--- src/hw/fetch_pkg.sv ---
package fetch_pkg;

    // byte address on the instruction bus
    typedef logic [31:0] addr_t;

    // one instruction word
    typedef logic [31:0] instr_t;

    // pair returned per bus access
    // low word belongs to the lower address
    typedef logic [63:0] instr_pair_t;

    // boot address after reset
    localparam addr_t reset_vector = 32'hbfc0_0000;

    // common exception vector
    localparam addr_t exc_entrance = 32'hbfc0_0380;

    // sequential step, one pair per access
    localparam addr_t pair_stride = 32'd8;

    // offset of the second issue slot
    localparam addr_t instr_bytes = 32'd4;

    // redirect held while fetch is stalled
    // exception and eret share redir_exc
    typedef enum logic [1:0] {
        redir_none   = 2'd0,
        redir_exc    = 2'd1,
        redir_branch = 2'd2
    } redirect_e;

endpackage

--- src/hw/pc_gen.sv ---
`timescale 1ns/1ns

module pc_gen import fetch_pkg::*; (
    input  logic  clk,
    input  logic  reset,
    input  logic  pc_stall,
    input  logic  exc_valid,
    input  logic  eret_valid,
    input  logic  branch_taken,
    input  addr_t branch_target,
    input  addr_t epc,
    output addr_t pc,
    output logic  pc_misaligned,
    output logic  redirect
);

    redirect_e hold_state;
    addr_t     hold_addr;
    addr_t     pulse_target;
    addr_t     pc_next;
    logic      exc_or_eret;

    assign exc_or_eret = exc_valid | eret_valid;

    // target of a redirect pulse in this cycle
    // exception beats eret beats branch
    always_comb begin
        if (exc_valid) begin
            pulse_target = exc_entrance;
        end else if (eret_valid) begin
            pulse_target = epc;
        end else begin
            pulse_target = branch_target;
        end
    end

    // next pc, held redirect first
    // a fresh exception or eret still beats a held branch
    always_comb begin
        if (hold_state == redir_exc) begin
            pc_next = hold_addr;
        end else if (hold_state == redir_branch && !exc_or_eret) begin
            pc_next = hold_addr;
        end else if (exc_or_eret || branch_taken) begin
            pc_next = pulse_target;
        end else begin
            pc_next = pc + pair_stride;
        end
    end

    // hold state, cleared on the first unstalled edge
    always_ff @(posedge clk) begin
        if (reset) begin
            hold_state <= redir_none;
        end else if (!pc_stall) begin
            hold_state <= redir_none;
        end else if (exc_or_eret) begin
            // later exception overrides a saved branch
            hold_state <= redir_exc;
        end else if (branch_taken && hold_state == redir_none) begin
            hold_state <= redir_branch;
        end
    end

    // saved target, follows the state updates above
    always_ff @(posedge clk) begin
        if (pc_stall && exc_or_eret) begin
            hold_addr <= pulse_target;
        end else if (pc_stall && branch_taken && hold_state == redir_none) begin
            hold_addr <= branch_target;
        end
    end

    always_ff @(posedge clk) begin
        if (reset) begin
            pc <= reset_vector;
        end else if (!pc_stall) begin
            pc <= pc_next;
        end
    end

    // word alignment check on the fetch address
    assign pc_misaligned = (pc[1:0] != 2'b00);

    // a pending held redirect also counts
    // the stalled pc is still on the wrong path
    assign redirect = exc_or_eret | branch_taken | (hold_state != redir_none);

endmodule

--- src/hw/fetch_hazard.sv ---
`timescale 1ns/1ns

module fetch_hazard (
    input  logic clk,
    input  logic reset,
    input  logic ireq_valid,
    input  logic ireq_addr_ok,
    input  logic decode_stall,
    input  logic redirect,
    output logic pc_stall,
    output logic f1_flush,
    output logic out_stall,
    output logic out_flush,
    output logic late_flush
);

    logic bus_wait;

    // request out but not yet taken by the bus
    assign bus_wait = ireq_valid & ~ireq_addr_ok;

    // pc waits for the bus or for decode
    assign pc_stall = decode_stall | bus_wait;

    // F1 and output move only when decode takes a pair
    assign out_stall = decode_stall;

    // redirect kills everything in front of it
    assign f1_flush  = redirect;
    assign out_flush = redirect;

    // one cycle late flush
    // data for the wrong-path address lands the cycle after
    always_ff @(posedge clk) begin
        if (reset) begin
            late_flush <= 1'b0;
        end else begin
            late_flush <= redirect;
        end
    end

endmodule

--- src/hw/fetch_stage.sv ---
`timescale 1ns/1ns

module fetch_stage import fetch_pkg::*; (
    input  logic        clk,
    input  logic        reset,
    input  addr_t       pc,
    input  logic        pc_misaligned,
    input  logic        ireq_valid,
    input  logic        ireq_addr_ok,
    input  logic        f1_flush,
    input  logic        out_stall,
    input  logic        out_flush,
    input  logic        late_flush,
    input  instr_pair_t iresp_data,
    output addr_t       slot0_pc,
    output addr_t       slot1_pc,
    output instr_t      slot0_instr,
    output instr_t      slot1_instr,
    output logic        slots_valid,
    output logic        fetch_exc
);

    // F1 entry
    addr_t       f1_pc;
    logic        f1_valid;
    logic        f1_exc;

    // pair parked while decode is stalled
    instr_pair_t saved_pair;
    logic        pair_saved;

    instr_pair_t pair_now;
    logic        zero_pair;
    instr_t      word_lo;
    instr_t      word_hi;
    logic        accepted;

    assign accepted = ireq_valid & ireq_addr_ok;

    // F1 control, flush wins over stall
    always_ff @(posedge clk) begin
        if (reset) begin
            f1_valid <= 1'b0;
            f1_exc   <= 1'b0;
        end else if (f1_flush) begin
            f1_valid <= 1'b0;
            f1_exc   <= 1'b0;
        end else if (!out_stall) begin
            // misaligned pc goes down as an exception entry
            f1_valid <= accepted | pc_misaligned;
            f1_exc   <= pc_misaligned;
        end
    end

    always_ff @(posedge clk) begin
        if (!out_stall) begin
            f1_pc <= pc;
        end
    end

    // data is only on the bus the cycle after acceptance
    // keep the first copy until decode moves
    always_ff @(posedge clk) begin
        if (reset) begin
            pair_saved <= 1'b0;
        end else if (f1_flush || !out_stall) begin
            pair_saved <= 1'b0;
        end else if (f1_valid && !pair_saved) begin
            pair_saved <= 1'b1;
        end
    end

    always_ff @(posedge clk) begin
        if (out_stall && f1_valid && !pair_saved) begin
            saved_pair <= iresp_data;
        end
    end

    assign pair_now  = pair_saved ? saved_pair : iresp_data;

    // no real instructions behind a bad pc or a wrong-path pair
    assign zero_pair = f1_exc | late_flush;

    // slot split, low word first
    assign word_lo = zero_pair ? '0 : pair_now[31:0];
    assign word_hi = zero_pair ? '0 : pair_now[63:32];

    // output register control
    // redirect clears it even under stall
    always_ff @(posedge clk) begin
        if (reset) begin
            slots_valid <= 1'b0;
            fetch_exc   <= 1'b0;
        end else if (out_flush) begin
            slots_valid <= 1'b0;
            fetch_exc   <= 1'b0;
        end else if (!out_stall) begin
            slots_valid <= f1_valid;
            fetch_exc   <= f1_exc;
        end
    end

    // payload, held under stall
    always_ff @(posedge clk) begin
        if (!out_stall) begin
            slot0_pc    <= f1_pc;
            slot1_pc    <= f1_pc + instr_bytes;
            slot0_instr <= word_lo;
            slot1_instr <= word_hi;
        end
    end

endmodule

--- src/hw/fetch_top.sv ---
`timescale 1ns/1ns

module fetch_top import fetch_pkg::*; (
    input  logic        clk,
    input  logic        reset,
    output logic        ireq_valid,
    output addr_t       ireq_addr,
    input  logic        ireq_addr_ok,
    input  instr_pair_t iresp_data,
    input  logic        decode_stall,
    input  logic        branch_taken,
    input  addr_t       branch_target,
    input  logic        exc_valid,
    input  logic        eret_valid,
    input  addr_t       epc,
    output addr_t       slot0_pc,
    output instr_t      slot0_instr,
    output addr_t       slot1_pc,
    output instr_t      slot1_instr,
    output logic        slots_valid,
    output logic        fetch_exc
);

    addr_t pc;
    logic  pc_misaligned;
    logic  redirect;
    logic  pc_stall;
    logic  f1_flush;
    logic  out_stall;
    logic  out_flush;
    logic  late_flush;

    // bus request straight from the pc register
    // never request a misaligned address
    assign ireq_addr  = pc;
    assign ireq_valid = ~pc_misaligned;

    pc_gen u_pc_gen (
        .clk           (clk),
        .reset         (reset),
        .pc_stall      (pc_stall),
        .exc_valid     (exc_valid),
        .eret_valid    (eret_valid),
        .branch_taken  (branch_taken),
        .branch_target (branch_target),
        .epc           (epc),
        .pc            (pc),
        .pc_misaligned (pc_misaligned),
        .redirect      (redirect)
    );

    fetch_hazard u_fetch_hazard (
        .clk          (clk),
        .reset        (reset),
        .ireq_valid   (ireq_valid),
        .ireq_addr_ok (ireq_addr_ok),
        .decode_stall (decode_stall),
        .redirect     (redirect),
        .pc_stall     (pc_stall),
        .f1_flush     (f1_flush),
        .out_stall    (out_stall),
        .out_flush    (out_flush),
        .late_flush   (late_flush)
    );

    fetch_stage u_fetch_stage (
        .clk           (clk),
        .reset         (reset),
        .pc            (pc),
        .pc_misaligned (pc_misaligned),
        .ireq_valid    (ireq_valid),
        .ireq_addr_ok  (ireq_addr_ok),
        .f1_flush      (f1_flush),
        .out_stall     (out_stall),
        .out_flush     (out_flush),
        .late_flush    (late_flush),
        .iresp_data    (iresp_data),
        .slot0_pc      (slot0_pc),
        .slot1_pc      (slot1_pc),
        .slot0_instr   (slot0_instr),
        .slot1_instr   (slot1_instr),
        .slots_valid   (slots_valid),
        .fetch_exc     (fetch_exc)
    );

endmodule

--- config.mk ---
export PLATFORM = sky130hd
export DESIGN_NAME = fetch_top
export DESIGN_NICKNAME = d
export VERILOG_FILES = /design/src/hw/fetch_pkg.sv /design/src/hw/pc_gen.sv /design/src/hw/fetch_hazard.sv /design/src/hw/fetch_stage.sv /design/src/hw/fetch_top.sv
export SDC_FILE = /design/constraint.sdc
export NUM_CORES = 1
export LEC_CHECK = 0
export BUFFER_PORTS_ARGS = -buffer_cell sky130_fd_sc_hd__buf_2
export CORE_ASPECT_RATIO = 2
export CORE_UTILIZATION = 58
export DETAILED_ROUTE_END_ITERATION = 12
export MAX_ROUTING_LAYER = met4
export PLACE_DENSITY = 0.85
export RECOVER_POWER = 50
export SLEW_MARGIN = 25
export SYNTH_ARGS = -nofsm -noshare
export SYNTH_HDL_FRONTEND = slang
export SYNTH_SLANG_ARGS = --single-unit
--- constraint.sdc ---
create_clock -name clk -period 10.5 [get_ports clk]
set_input_delay 0 -clock clk [delete_from_list [all_inputs] [get_ports clk]]
set_output_delay 0 -clock clk [all_outputs]
set_load 0.02 [all_outputs]
==> flow_summary.ini <==
[routing]
drc = 0
wl_mm = 34.7
drt_iter0_markers = 675
wirelength_met1_mm = 11.9
viasPerCell = 5.87
first_pass_iters = 5
routed.top_layer = met4
dr_wl_met3_mm = 2.27
num_vias = 10100
ant_nets = 0
post_drt_wl_per_cell_um = 20.1
met2_length_mm = 18.4

[sta]
period_needed_ps = 5960
hold_ws_ps = 7.21
max_freq_mhz = 168
fin_skew_ps = 17.8
slew_viol_final = 104
slew_headroom_pct = -197
rsz0062_at_grt = false
fin_crit_sh_pct = 56.8
hold_viol = 0
worst_pin_slew_ps = 4430
tns_ps = 0
finalSetupViolations = 0

[yosys]
syn_nets = 1163
synth_top_area_cell = edfxtp_1
synthCells = 1026
synth-seq-area-share_pct = 65.5
synth_seq_cells = 294
synth_top_area_share_pct = 59.3
synth_cell_types = 68
syn_area_per_cell_um2 = 12.5
yosys_warnings = 0
synth_area_leaders = edfxtp_1 (59%), dfxtp_1 (6.2%), mux2i_1 (5.3%)
ys_async_sr_fraction_pct = 0
syn-cell-area_um2 = 12900
synth_edf_count = 254
synth_flop_cell = edfxtp_1

[finish]
finish.utilization_pct = 75.8
area_delta_synth_final_pct = 27.7
n_antenna_cell = 0
layout.nets = 1569
fillerInstances = 1479
drive_gt1_share_pct = 10.0

[critical_path]
worst_path_largest_cell_delay_ps = 3450
r2r_setup_slack_ps = 7710
cp.required_ps = 10680
rr_worst_depth = 6
cp.arrival_ps = 6140
slowest_stage = clkinvlp_2
worstReg2RegStart = u_pc_gen.pc[0]
crit_chain = dlygate4sd3_1, clkbuf_1, clkinvlp_2, buf_4
critPathKind = primary input to flip-flop
endpoint_kind = flip-flop
worstPathMaxFanout = 103
start_kind = primary input
reg2reg_to = u_pc_gen.hold_addr[31]

[power]
ir_worst_vdd_mv = 0.133
p_leak_nw = 5.64
powerDensity_nw_per_um2 = 164

[cts]
cts.path.max_buffers = 3
cts_sinks = 294
path_clk_slew_ps = 70
ctsResizeCount = 0
clockRootBuffer = clkbuf_16
h-tree-depth = 1
clock_latency_ps = 530
cts_tree = yes
cts_buffers = 24

[place]
dp_hpwl_mm = 22.2
io_buffers = 297
gp_congestion = 0.925

[worst_hold_path]
hold_end = u_pc_gen.pc[8]
hp-class = primary input to flip-flop
hold_start = epc[8]
whs_path_depth = 5

[grt]
grt_first_pass_wirelength_mm = 51.9
overflow = 0
antenna_found_initial = 0
grt_pass1_vias = 9971
grt_max_degree = 104
grt_util_all_layers_pct = 30.6

[floorplan]
die_height_um = 213
die_area_um2 = 22800
ios = 298
rows = 76
initial_core_util_pct = 59.3
die_w_um = 107
core_um2 = 21700

[run_status]
violations = capacitance limit, slew limit
status = finished with violations

[job]
drv_cap = 1
[routing by layer]
metal	up-vias	global-route usage, %
met1	4758	31.4
met5	-	-
met3	132	3.99
li1	4670	-
met4	0	19.2
met2	545	54.5
[layout make-up]
cell class / instances / area (µm²) / area share (%)
well taps: 273 / 342 / 2.08
multi-input cells: 653 / 4110 / 25.0
clock inverters: 11 / 166 / 1.01
clock buffers: 31 / 648 / 3.95
inverters: 13 / 50.0 / 0.305
flip-flops and latches: 294 / 8430 / 51.3
repair buffers: 446 / 2680 / 16.3
[registers in the layout, summed over array words and instances (netlist names), 2 cells and up]
| signal | flops |
|---|---|
| u_fetch_stage.slot0_instr | 32 |
| u_fetch_stage.slot0_pc | 30 |
| u_fetch_stage.f1_pc | 32 |
| u_pc_gen.hold_addr | 32 |
| u_pc_gen.hold_state | 2 |
| u_fetch_stage.saved_pair | 64 |
| u_fetch_stage.slot1_instr | 32 |
| u_pc_gen.pc | 32 |
| u_fetch_stage.slot1_pc | 32 |
[critical path: cells and delay by family]
family	cells	cell delay, ps
buffers and inverters	4	6020
[cell families (layout without fill, tap and decap cells)]
| family | Yosys count | in the layout | share of synthesized area [%] |
|---|---|---|---|
| compound gates | 221 | 221 | 11.3 |
| xor+xnor | 39 | 39 | 2.65 |
| fa+ha+maj | 2 | 2 | 0.194 |
| buf+inv | 79 | 501 | 2.81 |
| flops | 294 | 294 | 65.5 |
| mux | 69 | 69 | 5.38 |
| simple gates | 322 | 322 | 12.2 |
[cell usage in the layout (no fill, tap or decap), types with 16 or more instances in the layout]
| master | n |
|---|---|
| edfxtp_1 | 254 |
| clkbuf_1 | 232 |
| dlygate4sd3_1 | 135 |
| nor2_1 | 122 |
| buf_2 | 71 |
| mux2i_1 | 68 |
| nand2_1 | 62 |
| a21oi_1 | 51 |
| o21ai_0 | 50 |
| dfxtp_1 | 39 |
| nand3_1 | 27 |
| nor2b_1 | 27 |
| xnor2_1 | 26 |
| clkbuf_16 | 25 |
| a31oi_1 | 19 |
| a211oi_1 | 17 |
| nor3_1 | 16 |
[how the worst max path moves through the flow]
stage | start | end | slack [ps] | cells past startpoint
3_3_place_gp | u_fetch_stage.f1_pc[4] | u_fetch_stage.slot1_pc[19] | 8150 | 5
3_5_place_dp | u_pc_gen.pc[3] | u_pc_gen.pc[25] | 8060 | 6
2_1_floorplan | u_fetch_stage.pair_saved | u_fetch_stage.saved_pair[0] | 6340 | 4
4_1_cts | u_pc_gen.pc[0] | u_pc_gen.hold_addr[31] | 7780 | 6
6_report | decode_stall | u_fetch_stage.f1_pc[21] | 4540 | 4
5_1_grt | decode_stall | u_fetch_stage.f1_pc[21] | 3910 | 4
[where the power goes]
group / total (W) / internal (W) / switching [W]
combinational: 0.000361 / 0.000136 / 0.000225
clock: 0.000936 / 0.000537 / 0.000399
sequential: 0.00140 / 0.00136 / 0.0000493
total: 0.00270 / 0.00203 / 0.000673
[repair_timing]
| item | in CTS | in global routing |
|---|---|---|
| hold buffers | 135 | 0 |
| hold endpoints to repair | 176 | 0 |
| buffers inserted | 0 | 0 |
| endpoints found under the setup margin | 0 | 0 |
[through the flow]
| stage | cells | area [µm²] | total power [W] | setup WS, ps |
|---|---|---|---|---|
| 2_1_floorplan | 1026 | 12900 | 0.00162 | 6340 |
| 3_3_place_gp | 1543 | 14500 | 0.00173 | 8150 |
| 3_5_place_dp | 1543 | 14500 | 0.00174 | 8060 |
| 4_1_cts | 1720 | 16700 | 0.00271 | 7780 |
| 5_1_grt | 1721 | 16400 | 0.00278 | 3910 |
| 6_report | 1721 | 16400 | 0.00270 | 4540 |
[cells in the mapped netlist (all sizes together), types with 20 or more instances]
master and instances:
edfxtp 254, buf 20, dfxtp 40, nor2b 27
o21ai 50, nor2 124, a21oi 52, clkbuf 46
xnor2 26, nand3 28, mux2i 68, nand2 63
No activity file was read; power rests on OpenSTA's default activity.
